File: src/hdl/ft_sim_pkg.sv
// Shared types and encodings for the FT2232 host-side model.
// A command byte carries the opcode in bits 7..5 and an argument in bits 4..0.
// Sixteen-bit lengths and counts go over the bus high byte first.
// Lengths of zero are legal and mean an empty payload.

package ft_sim_pkg;

    // ======================================================================
    // Widths and basic types
    // ======================================================================
    localparam int BYTE_W = 8;
    localparam int LEN_W  = 16;

    typedef logic [BYTE_W-1:0] byte_t;
    typedef logic [LEN_W-1:0]  len_t;

    // Argument field below the 3-bit opcode
    localparam int CMD_ARG_W = 5;

    // ======================================================================
    // Opcodes
    // ======================================================================

    // Host to FPGA
    typedef enum logic [2:0] {
        HOST_START = 3'd1,
        HOST_DATA  = 3'd2,
        HOST_STOP  = 3'd3
    } host_cmd_e;

    // FPGA to host
    typedef enum logic [2:0] {
        FPGA_DATA     = 3'd4,
        FPGA_LOOPBACK = 3'd5,
        FPGA_STOPPED  = 3'd6
    } fpga_cmd_e;

    // Test numbers sent as the first start payload byte
    typedef enum logic [7:0] {
        TEST_RECEIVE      = 8'd1,
        TEST_SEND         = 8'd2,
        TEST_RECEIVE_SEND = 8'd3
    } test_e;

    // Fixed argument of the start command
    localparam logic [CMD_ARG_W-1:0] START_ARG = 5'd5;

    // Bit 4 of the argument set: two length bytes follow the command
    localparam logic [CMD_ARG_W-1:0] LEN_FOLLOWS = 5'b10000;

endpackage

File: src/hdl/ft_host_tx.sv
// Host-to-FPGA byte stream of the FT2232 model.
// Stream: start, test number, length (2), count (2), packets, stop.
// Packets are only sent when with_data_i is high; every stream ends in stop.
// The byte on tx_byte_o is valid while RXF# is low and advances on each
// edge with OE#, RD# and RXF# all low. RD# high holds the current byte.
// abort_i or stopped_i ends the stream at once; start_i overrides both.

`timescale 1ns/10ps

module ft_host_tx
    import ft_sim_pkg::*;
(
    input  logic  fifo_clk_o,
    input  logic  ft2232_reset_n_i,
    input  logic  start_i,
    input  test_e test_number_i,
    input  len_t  packet_payload_i,
    input  len_t  packet_count_i,
    input  logic  with_data_i,
    input  logic  abort_i,
    input  logic  stopped_i,
    input  logic  fifo_oe_n_i,
    input  logic  fifo_rd_n_i,
    output logic  fifo_rxf_n_o,
    output byte_t tx_byte_o
);

    typedef enum logic [3:0] {
        TX_IDLE,
        TX_START_CMD,
        TX_TEST_NUM,
        TX_LEN_HI,
        TX_LEN_LO,
        TX_CNT_HI,
        TX_CNT_LO,
        TX_DATA_CMD,
        TX_PLEN_HI,
        TX_PLEN_LO,
        TX_PAYLOAD,
        TX_STOP_CMD
    } tx_state_e;

    tx_state_e state_q;
    len_t      pay_cnt_q;
    len_t      pkt_cnt_q;
    byte_t     data_q;
    logic      rd_en;

    // Bytes remain in every state but idle
    assign fifo_rxf_n_o = (state_q == TX_IDLE);
    assign rd_en        = !fifo_oe_n_i && !fifo_rd_n_i && !fifo_rxf_n_o;

    // ======================================================================
    // Byte for the current state
    // ======================================================================
    always_comb begin
        case (state_q)
            TX_START_CMD: tx_byte_o = {HOST_START, START_ARG};
            TX_TEST_NUM:  tx_byte_o = test_number_i;
            TX_LEN_HI:    tx_byte_o = packet_payload_i[15:8];
            TX_LEN_LO:    tx_byte_o = packet_payload_i[7:0];
            TX_CNT_HI:    tx_byte_o = packet_count_i[15:8];
            TX_CNT_LO:    tx_byte_o = packet_count_i[7:0];
            TX_DATA_CMD:  tx_byte_o = {HOST_DATA, LEN_FOLLOWS};
            TX_PLEN_HI:   tx_byte_o = packet_payload_i[15:8];
            TX_PLEN_LO:   tx_byte_o = packet_payload_i[7:0];
            TX_PAYLOAD:   tx_byte_o = data_q;
            TX_STOP_CMD:  tx_byte_o = {HOST_STOP, {CMD_ARG_W{1'b0}}};
            default:      tx_byte_o = '0;
        endcase
    end

    // ======================================================================
    // Stream sequencer
    // ======================================================================
    always_ff @(posedge fifo_clk_o or negedge ft2232_reset_n_i) begin
        if (!ft2232_reset_n_i) begin
            state_q   <= TX_IDLE;
            pay_cnt_q <= '0;
            pkt_cnt_q <= '0;
            data_q    <= '0;
        end else if (start_i) begin
            state_q   <= TX_START_CMD;
            pkt_cnt_q <= packet_count_i;
            data_q    <= '0;
        end else if (abort_i || stopped_i) begin
            state_q <= TX_IDLE;
        end else if (rd_en) begin
            case (state_q)
                TX_START_CMD: state_q <= TX_TEST_NUM;
                TX_TEST_NUM:  state_q <= TX_LEN_HI;
                TX_LEN_HI:    state_q <= TX_LEN_LO;
                TX_LEN_LO:    state_q <= TX_CNT_HI;
                TX_CNT_HI:    state_q <= TX_CNT_LO;
                TX_CNT_LO: begin
                    if (with_data_i && (pkt_cnt_q != '0)) begin
                        state_q <= TX_DATA_CMD;
                    end else begin
                        state_q <= TX_STOP_CMD;
                    end
                end
                TX_DATA_CMD:  state_q <= TX_PLEN_HI;
                TX_PLEN_HI:   state_q <= TX_PLEN_LO;
                TX_PLEN_LO: begin
                    pay_cnt_q <= packet_payload_i;
                    if (packet_payload_i != '0) begin
                        state_q <= TX_PAYLOAD;
                    end else begin
                        // Empty packet, go straight to the next one
                        pkt_cnt_q <= pkt_cnt_q - 16'd1;
                        state_q   <= (pkt_cnt_q == 16'd1) ? TX_STOP_CMD : TX_DATA_CMD;
                    end
                end
                TX_PAYLOAD: begin
                    // Counting byte keeps running across packets
                    data_q    <= data_q + 8'd1;
                    pay_cnt_q <= pay_cnt_q - 16'd1;
                    if (pay_cnt_q == 16'd1) begin
                        pkt_cnt_q <= pkt_cnt_q - 16'd1;
                        state_q   <= (pkt_cnt_q == 16'd1) ? TX_STOP_CMD : TX_DATA_CMD;
                    end
                end
                TX_STOP_CMD:  state_q <= TX_IDLE;
                default:      state_q <= TX_IDLE;
            endcase
        end
    end

endmodule

File: config.mk
export PLATFORM = sky130hd
export DESIGN_NAME = ft_host_tx
export DESIGN_NICKNAME = d
export VERILOG_FILES = /design/src/hdl/ft_sim_pkg.sv /design/src/hdl/ft_host_tx.sv
export SDC_FILE = /design/constraint.sdc
export NUM_CORES = 1
export LEC_CHECK = 0
export ABC_AREA = 1
export BUFFER_PORTS_ARGS = -buffer_cell sky130_fd_sc_hd__clkbuf_2
export CAP_MARGIN = 20
export CELL_PAD_IN_SITES_DETAIL_PLACEMENT = 0
export CELL_PAD_IN_SITES_GLOBAL_PLACEMENT = 1
export CORE_MARGIN = 1
export CORE_UTILIZATION = 40
export CTS_CLUSTER_SIZE = 25
export DETAILED_ROUTE_END_ITERATION = 12
export GPL_TIMING_DRIVEN = 1
export PLACE_DENSITY = 0.84
export SKIP_CTS_REPAIR_TIMING = 1
export SLEW_MARGIN = 15
export SYNTH_ARGS = -nofsm -noshare
export SYNTH_HDL_FRONTEND = slang
export SYNTH_SLANG_ARGS = --single-unit
File: constraint.sdc
create_clock -name fifo_clk_o -period 3 [get_ports fifo_clk_o]
set_clock_uncertainty 0.2 [all_clocks]
set_input_delay 0.6 -clock fifo_clk_o [delete_from_list [all_inputs] [get_ports fifo_clk_o]]
set_output_delay 0.6 -clock fifo_clk_o [all_outputs]
set_load 0.005 [all_outputs]
# Word level (Yosys, flattened, before mapping)

Index checks and enable logic that the tools add are counted.

Flip-flop bits (word level): 44
Bits in latches: 0
RAM bits: 0
Memory bits (read-only): 0
Bits of input ports: 48
Output and inout bits: 9
Memories: 0

Add/sub/neg operators: 3
Multiply operators: 0
Div/mod/pow operators: 0
Magnitude comparators: 0
Equality and inequality tests: 17
Shifts and indexed selects: 0
Multiplexer cells: 20
Bitwise logic cells: 2
Reduce and logical (&&, ||, !) cells: 21

Operators by type and width:

| kind                                                                  | count |
|---|---|
| 16-bit 2-to-1 mux                                                     | 5 |
| 8-bit case mux with 9 select lines                                    | 1 |
| 16-bit case mux with 2 select lines                                   | 2 |
| 4-bit case mux with 10 select lines                                   | 1 |
| 16-bit by 1-bit == test with 1-bit output (second input constant)     | 2 |
| 8-bit 2-to-1 mux                                                      | 4 |
| 16-bit nonzero test                                                   | 2 |
| 16-bit by 1-bit subtractor with 16-bit output (second input constant) | 2 |
| 4-bit 2-to-1 mux                                                      | 7 |
| 4-bit by 3-bit == test with 1-bit output (second input constant)      | 4 |
| 4-bit == test (second input constant)                                 | 4 |
| 8-bit by 1-bit adder with 8-bit output (second input constant)        | 1 |
| 4-bit by 2-bit == test with 1-bit output (second input constant)      | 2 |
| 3-bit inequality test (second input constant)                         | 2 |
| 2-bit nonzero test                                                    | 3 |
| 3-bit nonzero test                                                    | 2 |
| 5-bit AND reduction                                                   | 1 |
| 4-bit by 1-bit == test with 1-bit output (second input constant)      | 1 |
| 4-bit zero test                                                       | 1 |
| 4-bit inequality test (second input constant)                         | 1 |
| 4-bit AND reduction                                                   | 1 |
| 2-bit OR reduction                                                    | 2 |
| 1-bit logical AND                                                     | 3 |
| 1-bit zero test                                                       | 3 |
| 5 further kinds                                                       | 6 |

# Longest topological paths before layout

Depth after elaboration: 7
Depth in mapped cells: 11
Mapped depth without buffers: 11

# Least setup slack after synthesis

No wires, ideal clock.

Kind: register to output
From: register state_q[2]
To: output port tx_byte_o[1]
Data arrival time: 1.270 ns
Required time: 2.200 ns
Path slack: 0.930 ns
Cell stages (with the launch flop): 10
Path buffers: 0
Cell sequence: dfrtp_1 > inv_1 > nand2_1 > nor2_1 > nor2_1 > inv_1 > nand2_1 > o21ai_0 > nor2_1 > nand3_1

Longest elaborated chain between the ends: 3

RTL lines:

| item                                        | line              | text |
|---|---|---|
| start: declaration                          | ft_host_tx.sv:43  | `tx_state_e state_q;` |
| start signal: assignment                    | ft_host_tx.sv:111 | `state_q <= (pkt_cnt_q == 16'd1) ? TX_STOP_CMD : TX_DATA_CMD;` |
| start signal: assignment                    | ft_host_tx.sv:120 | `state_q <= (pkt_cnt_q == 16'd1) ? TX_STOP_CMD : TX_DATA_CMD;` |
| 4-bit == test, or another cell as far along | ft_host_tx.sv:57  | `case (state_q)` |
| 2-bit OR reduction (no line)                | -                 |  |
| 8-bit case mux with 9 select lines (*)      | ft_host_tx.sv:57  |  |
| end: declaration                            | ft_host_tx.sv:25  | `output byte_t tx_byte_o` |

Every way passes the cells marked *; elsewhere a longest branch is shown, timed or not.

# Worst setup path after layout

From: register state_q[2]
To: output port tx_byte_o[6]

Same word-level chain as after synthesis.

==> impl_metrics.yaml <==
sta:
  rsz0062_at_grt: "false"
  worst_slack_ns: 0.169
  min_period_ns: 2.83
  finalSetupViolCount: 0
  post-route-period-util_pct: 94.4
  hold_viol: 0
  relSlewSlack_pct: 59.4
  fmax_mhz: 353
  timing.setup.tns_ns: 0
  worst_slew_pin_slew_ns: 0.609
  slew_viol_final: 0
setup_path:
  endpoint_kind: "output pin"
  crit_fanout: 6
  r2r_start: "state_q[0]$_DFFE_PN0P_"
  crit_type: "reg2out"
  r2r-end: "pkt_cnt_q[10]$_DFFE_PN0P_"
  regToRegSetupSlack_ns: 0.74
  worstPathArrival_ns: 2.03
  required_ns: 2.20
  critPathLaunchType: "register"
  ff2ff_path_depth: 8
route:
  drtIter0Drc: 169
  route.detailed.drc: 0
  routed_via_density: 5.19
  avgRoutedWirePerCell_um: 14.8
  wl_um: 11200
  dr.pass1.iters: 5
  vias: 3910
  final_antenna_net_count: 0
clock_network:
  cts_root_buf: "clkbuf_8"
  htreeDepth: 2
  cts_buffers: 5
  cts_tree: "built"
  cts_sinks: 44
  clk_latency_ns: 0.31
  clk_pin_slew_ns: 0.10
  clk_path_buf_depth: 2
synthesis:
  ys_top_cells_by_count: "nand2_1 (207), nor2_1 (81), inv_1 (55)"
  synth_top_area_share_pct: 30.3
  synth-main-ff-cell: "dfrtp_1"
  synthArstFlopShare_pct: 100
  syn-num-nets: 646
  ys_ff_latch: 44
  syn_inst: 592
  syn_area_um2: 3630
  yosysMostFrequentCell: "nand2_1"
  syn_area_per_cell_um2: 6.14
  ys_seq_area_share_pct: 30.3
  synthDistinctLibCells: 38
  synth-edff-count: 0
  synth_top_cell_by_area: "dfrtp_1"
  synthTopCellsByArea: "dfrtp_1 (30%), nand2_1 (21%), nor2_1 (8.4%), nand3_1 (6.5%), inv_1 (5.7%)"
  ys_warn_count: 0
global_routing:
  grt_max_degree: 45
  grt_pass1_wl_um: 18300
  grt_pass1_vias: 3699
  overflow: 0
  antenna_found_initial: 0
  grt_use_total_pct: 24.2
place:
  post-place-ws_ns: 0.521
  gp_congestion: 0.898
  place_area_um2: 3990
  hpwl_um: 8520
  io_buffers: 56
die:
  die_area_um2: 9470
  die_w_um: 97.3
  start_util_pct: 41.5
  ioPinCount: 57
  core-area_um2: 8760
  die_height_um: 97.3
  std_cell_rows: 34
status:
  status: "completed"
cells_and_area:
  multiInputGateArea_um2: 2220
  layout.nets: 698
  fillers: 964
  drive_gt1_share_pct: 14.1
  antenna_cells: 0
  regArea_um2: 1100
  final_area_um2: 4090
  area_growth_pct: 12.4
power_and_ir_drop:
  ir_worst_vdd_mv: 0.178
  leakagePower_nw: 2.12
  powerDensity_nw_per_um2: 338
  p_total_mw: 1.38
run:
  drv_cap: 0
min_path:
  hold_class: "in2async"
==> through the flow <==
stage                     hold WS [ns]  utilization (%)  instances
after floorplan                  0.104                -        592
after global placement           0.277             45.6        745
after detailed placement         0.286             45.6        745
after CTS                        0.207             46.6        753
after global routing             0.248             46.6        753
final                            0.178             46.6        753
==> cell usage in the layout (no fill, tap or decap), types with 2 or more instances in the layout <==
| cell | synthesis | routed |
|---|---|---|
| clkbuf_8 | 0 | 6 |
| o2bb2ai_1 | 3 | 3 |
| clkbuf_2 | 0 | 56 |
| inv_1 | 55 | 55 |
| dfrtp_1 | 44 | 44 |
| nor3_1 | 6 | 6 |
| nand2_1 | 207 | 207 |
| clkinv_2 | 0 | 2 |
| nand2_2 | 4 | 4 |
| xnor2_1 | 5 | 5 |
| inv_2 | 2 | 2 |
| nor2_4 | 2 | 2 |
| a21oi_2 | 2 | 2 |
| ha_1 | 6 | 6 |
| nand3b_1 | 3 | 3 |
| nand4_1 | 10 | 10 |
| nor2_2 | 6 | 6 |
| nand3_1 | 47 | 47 |
| a21oi_1 | 27 | 27 |
| nor2_1 | 81 | 81 |
| nand2_4 | 3 | 3 |
| xor2_1 | 5 | 5 |
| buf_4 | 2 | 5 |
| o21ai_0 | 40 | 40 |
| a221oi_1 | 2 | 2 |
| o22ai_1 | 5 | 5 |
==> state kept, by name, summed over array words and instances, names as in the netlist <==
register and cells:
state_q 4, data_q 8, pay_cnt_q 16, pkt_cnt_q 16
==> cell families after synthesis <==
| family | count (synthesis) | synth area share, % |
|---|---|---|
| simple gates | 372 | 43.4 |
| compound gates | 86 | 13.2 |
| flops | 44 | 30.3 |
| xor+xnor | 10 | 2.41 |
| fa+ha+maj | 6 | 2.07 |
| buf+inv | 74 | 8.57 |
==> layer usage <==
metal / vias up / global-route usage, % / share of wire [%]
li1: 2004 / - / -
met1: 1772 / 31.1 / 45
met2: 117 / 41.9 / 48
met3: 17 / 3.74 / 5.5
met4: 0 / 6.90 / 2.1
met5: - / 0 / 0
==> power breakdown <==
part	internal (mW)	switching, mW
clock	0.185	0.229
sequential	0.624	0.0407
combinational	0.112	0.193
==> worst max path at each step <==
stage / startpoint / endpoint / cells after the start
6_report: state_q[2]$_DFFE_PN0P_ / tx_byte_o[6] / 10
5_1_grt: state_q[1]$_DFFE_PN0P_ / tx_byte_o[1] / 10
4_1_cts: state_q[2]$_DFFE_PN0P_ / tx_byte_o[6] / 10
3_5_place_dp: stopped_i / pay_cnt_q[7]$_DFFE_PN0P_ / 9
3_3_place_gp: state_q[3]$_DFFE_PN0P_ / tx_byte_o[4] / 7
2_1_floorplan: state_q[2]$_DFFE_PN0P_ / tx_byte_o[1] / 9
==> critical path: stages, from the launching register on <==
cell and delay, ns:
dfrtp_1 0.49, inv_1 0.07, nand2_1 0.15, nor2_1 0.13, nor2_1 0.23, inv_1 0.16, nand2_1 0.08, nand3_1 0.06
a21oi_1 0.18, nand2_1 0.07, clkbuf_2 0.12
==> final cells by class <==
type                    instances  share of cell area [%]
multi-input cells             474                    54.4
well taps                     108                    3.31
repair buffers                 61                    7.78
flip-flops and latches         44                    26.9
clock inverters                 2                   0.245
clock buffers                   6                    2.02
inverters                      58                    5.33
Power figures use the tool's default switching activity.
