File: src/hdl/ft_sim_pkg.sv
// Shared types and encodings for the FT2232 host-side model.
// A command byte carries the opcode in bits 7..5 and an argument in bits 4..0.
// Sixteen-bit lengths and counts go over the bus high byte first.
// Lengths of zero are legal and mean an empty payload.

package ft_sim_pkg;

    // ======================================================================
    // Widths and basic types
    // ======================================================================
    localparam int BYTE_W = 8;
    localparam int LEN_W  = 16;

    typedef logic [BYTE_W-1:0] byte_t;
    typedef logic [LEN_W-1:0]  len_t;

    // Argument field below the 3-bit opcode
    localparam int CMD_ARG_W = 5;

    // ======================================================================
    // Opcodes
    // ======================================================================

    // Host to FPGA
    typedef enum logic [2:0] {
        HOST_START = 3'd1,
        HOST_DATA  = 3'd2,
        HOST_STOP  = 3'd3
    } host_cmd_e;

    // FPGA to host
    typedef enum logic [2:0] {
        FPGA_DATA     = 3'd4,
        FPGA_LOOPBACK = 3'd5,
        FPGA_STOPPED  = 3'd6
    } fpga_cmd_e;

    // Test numbers sent as the first start payload byte
    typedef enum logic [7:0] {
        TEST_RECEIVE      = 8'd1,
        TEST_SEND         = 8'd2,
        TEST_RECEIVE_SEND = 8'd3
    } test_e;

    // Fixed argument of the start command
    localparam logic [CMD_ARG_W-1:0] START_ARG = 5'd5;

    // Bit 4 of the argument set: two length bytes follow the command
    localparam logic [CMD_ARG_W-1:0] LEN_FOLLOWS = 5'b10000;

endpackage

File: src/hdl/ft_host_rx.sv
// FPGA-to-host command parser of the FT2232 model.
// A byte is taken on each edge with TXE# low, OE# high and WR# low.
// Argument bit 4 set means a two-byte length follows, else bits 3..0 hold it.
// Data payload must count up from zero across commands; loopback is ignored.
// The first stopped payload byte is kept as the error code.
// A bad byte or unknown opcode latches a fault and closes TXE# until start_i.

`timescale 1ns/10ps

module ft_host_rx
    import ft_sim_pkg::*;
(
    input  logic  fifo_clk_o,
    input  logic  ft2232_reset_n_i,
    input  logic  start_i,
    input  logic  fifo_oe_n_i,
    input  logic  fifo_wr_n_i,
    input  byte_t fifo_data_i,
    output logic  fifo_txe_n_o,
    output logic  abort_o,
    output logic  stopped_o,
    output logic  test_done_o,
    output logic  fault_o,
    output byte_t error_code_o
);

    typedef enum logic [1:0] {
        RX_CMD,
        RX_LEN,
        RX_PAYLOAD,
        RX_IDLE
    } rx_state_e;

    rx_state_e state_q;
    fpga_cmd_e cmd_q;
    len_t      pay_cnt_q;
    byte_t     exp_q;
    logic      len_lo_q;
    logic      first_q;
    logic      wr_en;
    logic      long_len;
    len_t      short_len;
    len_t      full_len;

    assign wr_en     = !fifo_txe_n_o && fifo_oe_n_i && !fifo_wr_n_i;
    assign long_len  = (fifo_data_i[CMD_ARG_W-1:0] & LEN_FOLLOWS) != '0;
    assign short_len = {12'd0, fifo_data_i[3:0]};
    assign full_len  = {pay_cnt_q[15:8], fifo_data_i};

    // Idle only after a fault, so it doubles as the abort level
    assign fifo_txe_n_o = (state_q == RX_IDLE);
    assign abort_o      = fault_o;

    // ======================================================================
    // Parser
    // ======================================================================
    always_ff @(posedge fifo_clk_o or negedge ft2232_reset_n_i) begin
        if (!ft2232_reset_n_i) begin
            state_q      <= RX_CMD;
            cmd_q        <= FPGA_DATA;
            pay_cnt_q    <= '0;
            exp_q        <= '0;
            len_lo_q     <= 1'b0;
            first_q      <= 1'b0;
            stopped_o    <= 1'b0;
            test_done_o  <= 1'b0;
            fault_o      <= 1'b0;
            error_code_o <= '0;
        end else begin
            stopped_o <= 1'b0;
            if (start_i) begin
                state_q     <= RX_CMD;
                exp_q       <= '0;
                fault_o     <= 1'b0;
                test_done_o <= 1'b0;
            end else if (wr_en) begin
                case (state_q)
                    RX_CMD: begin
                        first_q  <= 1'b1;
                        len_lo_q <= 1'b0;
                        case (fifo_data_i[7:5])
                            FPGA_DATA, FPGA_LOOPBACK, FPGA_STOPPED: begin
                                cmd_q <= fpga_cmd_e'(fifo_data_i[7:5]);
                                stopped_o <= (fifo_data_i[7:5] == FPGA_STOPPED);
                                if (long_len) begin
                                    state_q <= RX_LEN;
                                end else if (short_len != '0) begin
                                    pay_cnt_q <= short_len;
                                    state_q   <= RX_PAYLOAD;
                                end else if (fifo_data_i[7:5] == FPGA_STOPPED) begin
                                    // Stopped without payload ends the test here
                                    test_done_o <= 1'b1;
                                end
                            end
                            default: begin
                                fault_o <= 1'b1;
                                state_q <= RX_IDLE;
                            end
                        endcase
                    end

                    RX_LEN: begin
                        if (!len_lo_q) begin
                            pay_cnt_q[15:8] <= fifo_data_i;
                            len_lo_q        <= 1'b1;
                        end else begin
                            pay_cnt_q[7:0] <= fifo_data_i;
                            if (full_len != '0) begin
                                state_q <= RX_PAYLOAD;
                            end else begin
                                state_q     <= RX_CMD;
                                test_done_o <= (cmd_q == FPGA_STOPPED);
                            end
                        end
                    end

                    RX_PAYLOAD: begin
                        first_q <= 1'b0;
                        if ((cmd_q == FPGA_DATA) && (fifo_data_i != exp_q)) begin
                            fault_o <= 1'b1;
                            state_q <= RX_IDLE;
                        end else begin
                            if (cmd_q == FPGA_DATA) begin
                                exp_q <= exp_q + 8'd1;
                            end
                            if ((cmd_q == FPGA_STOPPED) && first_q) begin
                                error_code_o <= fifo_data_i;
                            end
                            pay_cnt_q <= pay_cnt_q - 16'd1;
                            if (pay_cnt_q == 16'd1) begin
                                state_q     <= RX_CMD;
                                test_done_o <= (cmd_q == FPGA_STOPPED);
                            end
                        end
                    end

                    default: begin
                        // Closed until the next start
                        state_q <= RX_IDLE;
                    end
                endcase
            end
        end
    end

endmodule

File: config.mk
export PLATFORM = sky130hd
export DESIGN_NAME = ft_host_rx
export DESIGN_NICKNAME = d
export VERILOG_FILES = /design/src/hdl/ft_sim_pkg.sv /design/src/hdl/ft_host_rx.sv
export SDC_FILE = /design/constraint.sdc
export NUM_CORES = 1
export LEC_CHECK = 0
export ABC_AREA = 0
export BUFFER_PORTS_ARGS = -buffer_cell sky130_fd_sc_hd__buf_2
export CAP_MARGIN = 20
export CORE_UTILIZATION = 50
export DETAILED_ROUTE_END_ITERATION = 10
export GPL_TIMING_DRIVEN = 1
export PLACE_DENSITY_LB_ADDON = 0.2
export SLEW_MARGIN = 5
export SYNTH_ARGS = -nofsm -noshare
export SYNTH_HDL_FRONTEND = slang
export SYNTH_SLANG_ARGS = --single-unit
File: constraint.sdc
create_clock -name fifo_clk_o -period 2.6 [get_ports fifo_clk_o]
set_input_delay 0.78 -clock fifo_clk_o [delete_from_list [all_inputs] [get_ports fifo_clk_o]]
set_output_delay 0.78 -clock fifo_clk_o [all_outputs]
set_load 0.02 [all_outputs]
# Yosys cells after proc, flatten, opt, wreduce, memory -nomap -nowiden
# Cells that the tools add are included.
dict set report totals {
  reg_bits 42
  latch_bits 0
  mem_bits_rw 0
  romBits 0
  in_bits 13
  output_inout_bits 13
  word_cells 116
  mem_count 0
}
dict set report op_classes {
  addsub 2
  mul 0
  div_mod_pow 0
  magnitude_cmp 0
  eq_ne 29
  n_shift 0
  n_mux 44
  bitwise 2
  n_reduce_logical 28
}
# operator n
set ops {}
lappend ops {{two-way mux 16 bit} 4}
lappend ops {{two-way mux 8 bit} 7}
lappend ops {{one-hot mux 16 bit (3 select lines)} 1}
lappend ops {{nonzero test 16 bit} 2}
lappend ops {{inequality test 3 bit, second input constant} 9}
lappend ops {{two-way mux 1 bit} 18}
lappend ops {{two-way mux 2 bit} 9}
lappend ops {{== test 16 x 1 -> 1 bit, second input constant} 1}
lappend ops {{AND reduction 4 bit} 4}
lappend ops {{AND reduction 8 bit} 2}
lappend ops {{subtractor 16 x 1 -> 16 bit, second input constant} 1}
lappend ops {{== test 3 bit, second input constant} 5}
lappend ops {{inequality test 2 bit, second input constant} 6}
lappend ops {{AND reduction 10 bit} 1}
lappend ops {{nonzero test 2 bit} 5}
lappend ops {{adder 8 x 1 -> 8 bit, second input constant} 1}
lappend ops {{inequality test 8 bit} 1}
lappend ops {{one-hot mux 1 bit (2 select lines)} 3}
lappend ops {{one-hot mux 2 bit (3 select lines)} 1}
lappend ops {{AND reduction 3 bit} 2}
lappend ops {{nonzero test 3 bit} 2}
lappend ops {{inequality test 5 bit, second input constant} 1}
lappend ops {{AND reduction 5 bit} 1}
lappend ops {{== test 2 bit, second input constant} 2}
lappend ops {{11 further kinds} 16}

# Longest topological paths before layout
# Gate-level depths: netlist of the first run.
dict set report depth {
  ltp_word 8
  depth_mapped 9
  ltp_nobuf 7
}

# Worst setup path after synthesis of the first run
# Ideal clock, no wire load.
dict set report synth_path {
  path_kind {input -> register}
  from {input port fifo_data_i[5]}
  to {register pay_cnt_q[10]}
  setup_time_ns 0.127
  arrival_ns 2.511
  required_ns 2.473
  path_slack_ns -0.039
  cell_stages 7
  n_path_buf 2
  path_cell_list {buf_4 a21bo_1 o31a_1 nor3_1 and2_1 buf_4 mux2_1}
}
dict set report synth_via {
  elab_chain_cells 4
  word_cells_on_any_way 9
  cone_classes {eq/ne (6); reduce/logical (3)}
}
# item line
set synth_rtl {}
lappend synth_rtl {{start, declared} ft_host_rx.sv:18} ;# input byte_t fifo_data_i,
lappend synth_rtl {{== test 3 bit / inequality test 8 bit (equally long branches)} {ft_host_rx.sv:81, ft_host_rx.sv:119}}
lappend synth_rtl {{OR reduction 3 bit / logical AND 1 bit (equally long branches)} {ft_host_rx.sv:81, ft_host_rx.sv:119}}
lappend synth_rtl {{inequality test 2 x 1 -> 1 bit (no source line) / inequality test 2 bit (equally long branches)} n/a}
lappend synth_rtl {{AND reduction 8 bit (no source line) (*)} n/a}
lappend synth_rtl {{end signal, assigned} ft_host_rx.sv:88} ;# pay_cnt_q <= short_len;
lappend synth_rtl {{end signal, assigned} ft_host_rx.sv:104} ;# pay_cnt_q[15:8] <= fifo_data_i;
lappend synth_rtl {{end signal, assigned} ft_host_rx.sv:129} ;# pay_cnt_q <= pay_cnt_q - 16'd1;
lappend synth_rtl {{end, declared} ft_host_rx.sv:36} ;# len_t pay_cnt_q;
# Mark *: on every way between the ends. The rest lies on a longest branch, timed or not.
# A chain may end at the register's enable or synchronous reset.

# Worst setup path after layout of the first run
dict set report layout_path {
  from {register state_q[0]}
  to {register pay_cnt_q[4]}
}
dict set report layout_via {
  elab_chain_cells 5
  word_cells_on_any_way 15
  cone_classes {eq/ne (8); mux (1); reduce/logical (6)}
}
# item line
set layout_rtl {}
lappend layout_rtl {{start, declared} ft_host_rx.sv:34} ;# rx_state_e state_q;
lappend layout_rtl {{start signal, assigned} ft_host_rx.sv:59} ;# state_q <= RX_CMD;
lappend layout_rtl {{start signal, assigned} ft_host_rx.sv:72} ;# state_q <= RX_CMD;
lappend layout_rtl {{start signal, assigned} ft_host_rx.sv:86} ;# state_q <= RX_LEN;
lappend layout_rtl {{== test 2 bit} ft_host_rx.sv:51} ;# assign fifo_txe_n_o = (state_q == RX_IDLE);
lappend layout_rtl {{zero test 1 bit} ft_host_rx.sv:45} ;# assign wr_en = !fifo_txe_n_o && fifo_oe_n_i && !fifo_wr_n_i;
lappend layout_rtl {{logical AND 1 bit (2 in a row)} ft_host_rx.sv:45}
lappend layout_rtl {{AND reduction 8 bit (no source line)} n/a}
lappend layout_rtl {{end signal, assigned} ft_host_rx.sv:88}
lappend layout_rtl {{end signal, assigned} ft_host_rx.sv:107} ;# pay_cnt_q[7:0] <= fifo_data_i;
lappend layout_rtl {{end signal, assigned} ft_host_rx.sv:129}
# Parallel ways exist; a longest one is shown, timed or not.

==> impl_metrics.env, run 1 <==
export IMPL_num_rows=26
export IMPL_grt_pass1_wl_um=11200
export IMPL_start_util_pct=52.4
export IMPL_worst_slew_pin_slew_ns=0.552
export IMPL_critPathArrivalTime_ns=2.55
export IMPL_setup_viol_count_final=0
export IMPL_synth_top_cell_area_share_pct=38.1
export IMPL_grt_max_degree=43
export IMPL_hpwlAfterDp_um=5210
export IMPL_ys_ff_latch=42
export IMPL_cts_buffers=5
export IMPL_cap_violations=0
export IMPL_yosysTopAreaCell="dfrtp_1"
export IMPL_syn_nets=310
export IMPL_root_buffer="clkbuf_8"
export IMPL_synth_area_sq_um=2690
export IMPL_gp_congestion=0.970
export IMPL_fmax_mhz=426
export IMPL_cp_end_kind="flop"
export IMPL_antenna_found_initial=0
export IMPL_area_growth_pct=15.2
export IMPL_drc=0
export IMPL_cp_required_ns=2.80
export IMPL_num_vias=2464
export IMPL_async_reset_ff_share_pct=100
export IMPL_grt_ovfl_total=0
export IMPL_cts_sinks=42
export IMPL_cts_hold_buf=0
export IMPL_power_w=0.00276
export IMPL_syn_avg_cell_area_sq_um=9.31
export IMPL_status="complete, no violations"
export IMPL_synthCells=289
export IMPL_cts_path_max_buffers=2
export IMPL_ir_drop_uv=482
export IMPL_cts_htree_levels=2
export IMPL_final_nets=348
export IMPL_whs_ns=0.434
export IMPL_die_area_sq_um=5680
export IMPL_antenna_cells=0
export IMPL_grt_use_total_pct=27.2
export IMPL_power_density_nw_per_um2=891
export IMPL_ff2ff_path_depth=6
export IMPL_synth_edff_count=0
export IMPL_clock_skew_ns=0.00749
export IMPL_cts_resized=0
export IMPL_vias_per_cell=6.19
export IMPL_grt_pass1_vias=2227
export IMPL_io_pins=26
export IMPL_dieWidth_um=75.4
export IMPL_rsz0062_at_grt="no"
export IMPL_setup_tns_ns=0
export IMPL_worst_path_max_fanout=9
export IMPL_clk_pin_slew_ns=0.08
export IMPL_synth_yosys_seq_area_share_pct=39.1
export IMPL_synthTopCellsByArea="dfrtp_1, mux2_2, ha_1, xnor2_1, nor2_1"
export IMPL_final_cells=398
export IMPL_synth_distinct_cells=55
export IMPL_yosys_most_used_dff="dfrtp_1"
export IMPL_slew_headroom_pct=63.1
export IMPL_total_leakage_power_nw=1.39
export IMPL_period_share_pct=90.3
export IMPL_wire_per_inst_um=18.3
export IMPL_ys_warnings_count=0
export IMPL_hp_class="input pin to async pin"
export IMPL_clock_latency_ns=0.31
export IMPL_drive_gt1_share_pct=25.0
export IMPL_rrSetupSlack_ns=0.25
export IMPL_antenna_left=0
export IMPL_criticalPathCategory="flop to flop"
export IMPL_hold_viol=0
export IMPL_cp_start_kind="flop"
export IMPL_drt_initial_drc_count=246
export IMPL_drt_pass1_iter_count=5
export IMPL_core_region_area_sq_um=5140
export IMPL_finalMaxSlewViolations=0
export IMPL_routed_wl_um=7270
export IMPL_placed_cells=390
export IMPL_numPortBuffers=25
export IMPL_final_period_minus_worst_setup_slack_ns=2.35
export IMPL_cts_tree="yes"
export IMPL_post_cts_setup_buffer_count=0
export IMPL_dieHeight_um=75.4
[placed cells by master, fill, tap and decap left out, types with 4 or more instances in the layout]
cell type and n:
dfrtp_1 41, buf_2 25, buf_4 24, nor2_1 20
nand2_1 18, inv_1 16, mux2_2 15, nand3_1 12
o21ai_0 11, xnor2_1 10, nand4_1 8, o31ai_1 8
a21oi_1 8, ha_1 8, nor4_1 7, nor3_1 7
a31oi_1 7, nor2b_1 6, and3_1 6, clkbuf_8 6
nand2b_1 5, a32oi_1 5, a32o_1 5, and2_1 4
nor3b_1 4
[through the flow]
stage          instance area (sq um)  util [%]  setup slack (ns)
6_report                        3100      60.3             0.251
3_3_place_gp                    3010      58.5            0.0848
4_1_cts                         3100      60.3             0.270
3_5_place_dp                    3010      58.5            0.0260
5_1_grt                         3100      60.3             0.166
2_1_floorplan                   2700         -         -0.000151
[cell families after synthesis]
family | synth area share, %
AND/OR/NAND/NOR | 21.3
AO/OA/AOI/OAI | 19.5
adder cells (fa/ha/maj) | 3.72
buffers and inverters | 6.00
flip-flops | 39.1
XOR/XNOR | 3.25
multiplexers | 7.07
[state kept, by name (all words and copies together), names as in the netlist]
name / cells
pay_cnt_q: 16
error_code_o: 8
exp_q: 8
cmd_q: 3
state_q: 2
abort_o: 1
first_q: 1
len_lo_q: 1
stopped_o: 1
test_done_o: 1
[metal layers]
metal / vias to the layer above / part of all wire (%) / GRT usage [%]
met3: 11 / 7.5 / 6.75
met2: 101 / 46 / 41.5
met5: - / 0 / 0
li1: 1147 / - / -
met1: 1205 / 45 / 37.8
met4: 0 / 1.9 / 9.26
[final timing paths]
kind | from | end
min reg2reg | test_done_o | test_done_o
min in group fifo_clk_o | test_done_o | test_done_o
max | state_q[0] | pay_cnt_q[4]
max reg2reg | state_q[0] | pay_cnt_q[4]
min | ft2232_reset_n_i | exp_q[4]
max in group asynchronous | ft2232_reset_n_i | cmd_q[2]
[synth_stat cells (all sizes together) (2+ instances only)]
cell    number
a211oi       2
a21o         2
a21oi        8
a22o         2
a31o         3
a31oi        7
a32o         5
a32oi        5
and2         4
and3         6
buf          6
clkbuf      13
dfrtp       41
ha           8
inv         16
mux2        16
nand2       18
nand2b       6
nand3       12
nand4        8
nor2        20
nor2b        6
nor3        10
nor3b        4
nor4         7
o21ai       11
o221ai       3
o31ai        8
xnor2       10
[report_power, final]
group          switching (W)  internal (W)  total (W)
clock               0.000236      0.000215   0.000451
sequential          0.000175      0.000839    0.00101
combinational       0.000792      0.000505    0.00130
[critical path, cell delays in order, from the launching register on]
cell and delay, ns:
dfrtp_1 0.47, ha_1 0.27, nor3b_1 0.27, nand2b_1 0.15
or4_4 0.61, nand2b_4 0.21, o32ai_1 0.27
[layout make-up]
class	count	area (sq um)
Sequential cell	42	1050
Inverter	16	60.1
Clock buffer	7	86.3
Fill cell	491	2040
Multi-Input combinational cell	212	1480
Clock inverter	1	5.00
Tap cell	70	87.6
Timing Repair Buffer	50	325
Note: power is estimated with default switching activity, not from simulation.
==> run 2, diff against run 1 <==
RECOVER_POWER = 100   (was not set)
==> impl_metrics.env, run 2 (synthesis results as in run 1) <==
export IMPL_status="complete, no violations"
export IMPL_seq_area_sq_um=1050
export IMPL_cp_start_kind="flop"
export IMPL_routed_wl_um=7170
export IMPL_drt_pass1_iter_count=5
export IMPL_period_share_pct=89.8
export IMPL_clk_pin_slew_ns=0.08
export IMPL_grt_pass1_vias=2227
export IMPL_die_area_sq_um=5680
export IMPL_finalMaxSlewViolations=0
export IMPL_final_period_minus_worst_setup_slack_ns=2.34
export IMPL_cts_buffers=5
export IMPL_dieWidth_um=75.4
export IMPL_total_leakage_power_nw=1.31
export IMPL_cts_htree_levels=2
export IMPL_area_growth_pct=12.9
export IMPL_cp_end_kind="flop"
export IMPL_multiInputGateArea_sq_um=1470
export IMPL_numPortBuffers=25
export IMPL_fill_cells=503
export IMPL_setup_viol_count_final=0
export IMPL_rsz0062_at_grt="no"
export IMPL_cts_hold_buf=0
export IMPL_cp_required_ns=2.80
export IMPL_grt_pass1_wl_um=11200
export IMPL_power_density_nw_per_um2=899
export IMPL_gp_congestion=0.970
export IMPL_dieHeight_um=75.4
export IMPL_start_util_pct=52.4
export IMPL_post_cts_setup_buffer_count=0
export IMPL_final_core_util_pct=59.1
export IMPL_slew_headroom_pct=31.4
export IMPL_drive_gt1_share_pct=18.6
export IMPL_top_register="pay_cnt_q"
export IMPL_num_rows=26
export IMPL_antenna_found_initial=0
export IMPL_hold_viol=0
export IMPL_grt_max_degree=43
export IMPL_criticalPathCategory="flop to flop"
export IMPL_critPathArrivalTime_ns=2.54
export IMPL_cts_resized=0
export IMPL_antenna_left=0
export IMPL_worst_slew_pin_slew_ns=1.03
export IMPL_drt_initial_drc_count=283
export IMPL_wire_per_inst_um=18.0
export IMPL_setup_tns_ns=0
export IMPL_final_nets=348
export IMPL_reg_largest_list="pay_cnt_q x16, error_code_o x8, exp_q x8"
export IMPL_worst_path_max_fanout=9
export IMPL_hp_class="flop to flop"
export IMPL_vias_per_cell=6.18
export IMPL_hpwlAfterDp_um=5210
export IMPL_mostFrequentLayoutCell="dfrtp_1"
export IMPL_root_buffer="clkbuf_8"
export IMPL_drc=0
export IMPL_clock_latency_ns=0.30
export IMPL_cts_tree="yes"
export IMPL_cts_sinks=42
export IMPL_antenna_cells=0
export IMPL_clock_skew_ns=0.00734
export IMPL_num_vias=2459
export IMPL_grt_ovfl_total=0
export IMPL_ir_drop_uv=475
export IMPL_cap_violations=0
export IMPL_final_cell_mix="dfrtp_1, nor2_1, clkbuf_1, buf_4, nand2_1"
export IMPL_largest_register_ffs=16
export IMPL_grt_use_total_pct=27.2
export IMPL_cts_path_max_buffers=2
export IMPL_fmax_mhz=428
export IMPL_core_region_area_sq_um=5140
export IMPL_io_pins=26
==> run 2: worst paths after layout <==
kind                                  startpoint              end  slack [ns]  cells past startpoint
worst max-delay path                  state_q[0]     pay_cnt_q[4]        0.26                      6
max in group asynchronous       ft2232_reset_n_i  error_code_o[3]        1.25                      2
worst min-delay path             error_code_o[4]  error_code_o[4]        0.51                      1
worst min register to register   error_code_o[4]  error_code_o[4]        0.51                      1
min in group asynchronous       ft2232_reset_n_i         exp_q[4]        0.72                      2
worst max register to register        state_q[0]     pay_cnt_q[4]        0.26                      6
==> run 2: critical path, stage by stage, from the launching register on <==
cell and delay [ns]:
dfrtp_1 0.46, ha_1 0.27, nor3b_1 0.26, nand2b_1 0.15, or4_4 0.61, nand2b_4 0.21, o32ai_1 0.27
==> run 2: routing by layer <==
metal  global-route usage, %  up-vias  share of wire [%]
li1                        -     1144                  -
met1                    37.8     1192                 44
met2                    41.5      107                 45
met3                    6.75       16                7.6
met4                    9.26        0                2.5
met5                       0        -                  0
==> run 2: report_power, final <==
group          internal, W  switching [W]  total (W)
logic             0.000488       0.000783    0.00127
clock network     0.000214       0.000233   0.000447
registers         0.000836       0.000176    0.00101
total              0.00154        0.00119    0.00273
==> run 2: final cells by class <==
cell class	count	area share, %
multi-input combinational	212	48.5
sequential	42	34.6
timing repair buffer	50	9.06
tap	70	2.88
clock buffer	7	2.84
inverter	16	1.98
clock inverter	1	0.165
==> run 2: per-stage QoR <==
step / setup slack [ns] / hold WS (ns) / area [sq um] / total power (W) / instances
3_5_place_dp: 0.0260 / 0.489 / 3010 / 0.00228 / 390
3_3_place_gp: 0.0848 / 0.485 / 3010 / 0.00225 / 390
6_report: 0.264 / 0.511 / 3040 / 0.00273 / 398
2_1_floorplan: -0.000151 / 0.467 / 2700 / 0.00185 / 289
4_1_cts: 0.270 / 0.443 / 3100 / 0.00273 / 398
5_1_grt: 0.166 / 0.537 / 3040 / 0.00291 / 398
==> run 3, diff against run 2 <==
CORE_UTILIZATION = 40   (was 50)
GPL_ROUTABILITY_DRIVEN = 0   (was not set)
REMOVE_ABC_BUFFERS = 1   (was not set)
==> impl_metrics.env, run 3 (synthesis results as in run 1) <==
export IMPL_rsz0062_at_grt="no"
export IMPL_grt_max_degree=23
export IMPL_hp_class="flop to flop"
export IMPL_cts_buffers=5
export IMPL_num_vias=2429
export IMPL_power_density_nw_per_um2=910
export IMPL_cts_tree="yes"
export IMPL_clock_skew_ns=0.00503
export IMPL_slew_headroom_pct=21.7
export IMPL_cp_top_family="simple AND/OR/NAND/NOR gates"
export IMPL_post_cts_setup_buffer_count=0
export IMPL_hold_viol=0
export IMPL_placed_cells=400
export IMPL_worstPathBufferInverterCount=0
export IMPL_grt_pass1_vias=2262
export IMPL_finalMaxSlewViolations=0
export IMPL_fin_ws_ns=0.259
export IMPL_crit_chain="ha_1 -> nor3b_1 -> nand2b_1 -> or4_4 -> nand2b_4 -> o32ai_1"
export IMPL_worst_slew_pin_slew_ns=1.17
export IMPL_antenna_found_initial=0
export IMPL_final_nets=351
export IMPL_cts_htree_levels=2
export IMPL_pre_cts_slack_ns=0.0433
export IMPL_cts_path_max_buffers=2
export IMPL_area_growth_pct=14.6
export IMPL_numPortBuffers=25
export IMPL_antenna_left=0
export IMPL_cts_resized=0
export IMPL_cap_violations=0
export IMPL_dieHeight_um=84.0
export IMPL_drt_pass1_iter_count=8
export IMPL_mostFrequentLayoutCell="dfrtp_1"
export IMPL_grt_pass1_wl_um=11700
export IMPL_cp_start_kind="flop"
export IMPL_cp_required_ns=2.80
export IMPL_dieWidth_um=84.0
export IMPL_routed_wl_um=7040
export IMPL_cp_end_kind="flop"
export IMPL_critPathArrivalTime_ns=2.54
export IMPL_period_share_pct=90.0
export IMPL_violations="DRC"
export IMPL_largest_register_ffs=16
export IMPL_cts_sinks=42
export IMPL_hpwlAfterDp_um=5190
export IMPL_drc=4
export IMPL_criticalPathCategory="flop to flop"
export IMPL_slowest_stage="or4_4"
export IMPL_slowest_delay_ns=0.62
export IMPL_total_leakage_power_nw=1.32
export IMPL_setup_viol_count_final=0
export IMPL_vias_per_cell=5.95
export IMPL_root_buffer="clkbuf_8"
export IMPL_antenna_cells=0
export IMPL_grt_ovfl_total=0
export IMPL_final_period_minus_worst_setup_slack_ns=2.34
export IMPL_design_area_sq_um=3080
export IMPL_final_cell_mix="dfrtp_1, nor2_1, clkbuf_1"
export IMPL_final_cells=408
export IMPL_io_pins=26
export IMPL_final_core_util_pct=48.0
export IMPL_drive_gt1_share_pct=19.3
export IMPL_clk_pin_slew_ns=0.09
export IMPL_num_rows=29
export IMPL_grt_use_total_pct=21.0
export IMPL_clock_latency_ns=0.30
export IMPL_top_register="pay_cnt_q"
export IMPL_placed_area_sq_um=3030
export IMPL_start_util_pct=41.9
export IMPL_die_area_sq_um=7060
export IMPL_ir_drop_uv=351
export IMPL_cts_hold_buf=0
export IMPL_drt_initial_drc_count=237
export IMPL_wire_per_inst_um=17.2
export IMPL_status="complete, but fails checks"
export IMPL_worst_path_max_fanout=9
export IMPL_reg_largest_list="pay_cnt_q x16, error_code_o x8, exp_q x8"
export IMPL_whs_ns=0.513
export IMPL_fmax_mhz=427
export IMPL_core_region_area_sq_um=6420
run 3: cell types whose count changed in the layout (fill, tap and decap cells not counted), sizes merged:
cell      previous run  this run
clkinvlp             0         2
clkinv               1         0
buf                 31        30
clkbuf              26        28
bufinv               0         1
run 3: worst paths after layout:
kind / startpoint / to / slack (ns) / cells past startpoint
min in group asynchronous: ft2232_reset_n_i / pay_cnt_q[1] / 0.69 / 1
worst min register to register: error_code_o[2] / error_code_o[2] / 0.51 / 1
max in group asynchronous: ft2232_reset_n_i / test_done_o / 0.75 / 2
worst max register to register: state_q[0] / pay_cnt_q[4] / 0.26 / 6
worst max-delay path: state_q[0] / pay_cnt_q[4] / 0.26 / 6
worst min-delay path: error_code_o[2] / error_code_o[2] / 0.51 / 1
run 3: where the power goes:
group	internal (W)	switching, W
registers	0.000838	0.000163
clock network	0.000286	0.000250
logic	0.000491	0.000776
run 3: layer usage:
| metal | track usage, % | up-vias | share of wire, % |
|---|---|---|---|
| met4 | 5.96 | 0 | 0.97 |
| li1 | - | 1156 | - |
| met1 | 31.2 | 1166 | 48 |
| met5 | 0 | - | 0 |
| met2 | 31.6 | 99 | 44 |
| met3 | 3.17 | 8 | 6.6 |
run 3: final cells by class:
cell class	instances	area, sq um
Sequential cell	42	1050
Multi-Input combinational cell	212	1470
Clock inverter	3	45.0
Timing Repair Buffer	53	288
Tap cell	77	96.3
Fill cell	611	3340
Inverter	16	60.1
Clock buffer	5	68.8
run 3: stage by stage:
step                TNS [ns]  power (W)
finish                     0    0.00280
global route               0    0.00300
CTS                        0    0.00282
detailed placement         0    0.00228
global placement           0    0.00227
floorplan            -0.0418    0.00181
run 3: worst reg2reg max path: stages (launching register included):
cell	delay (ns)
dfrtp_1	0.46
ha_1	0.26
nor3b_1	0.26
nand2b_1	0.16
or4_4	0.62
nand2b_4	0.22
o32ai_1	0.27
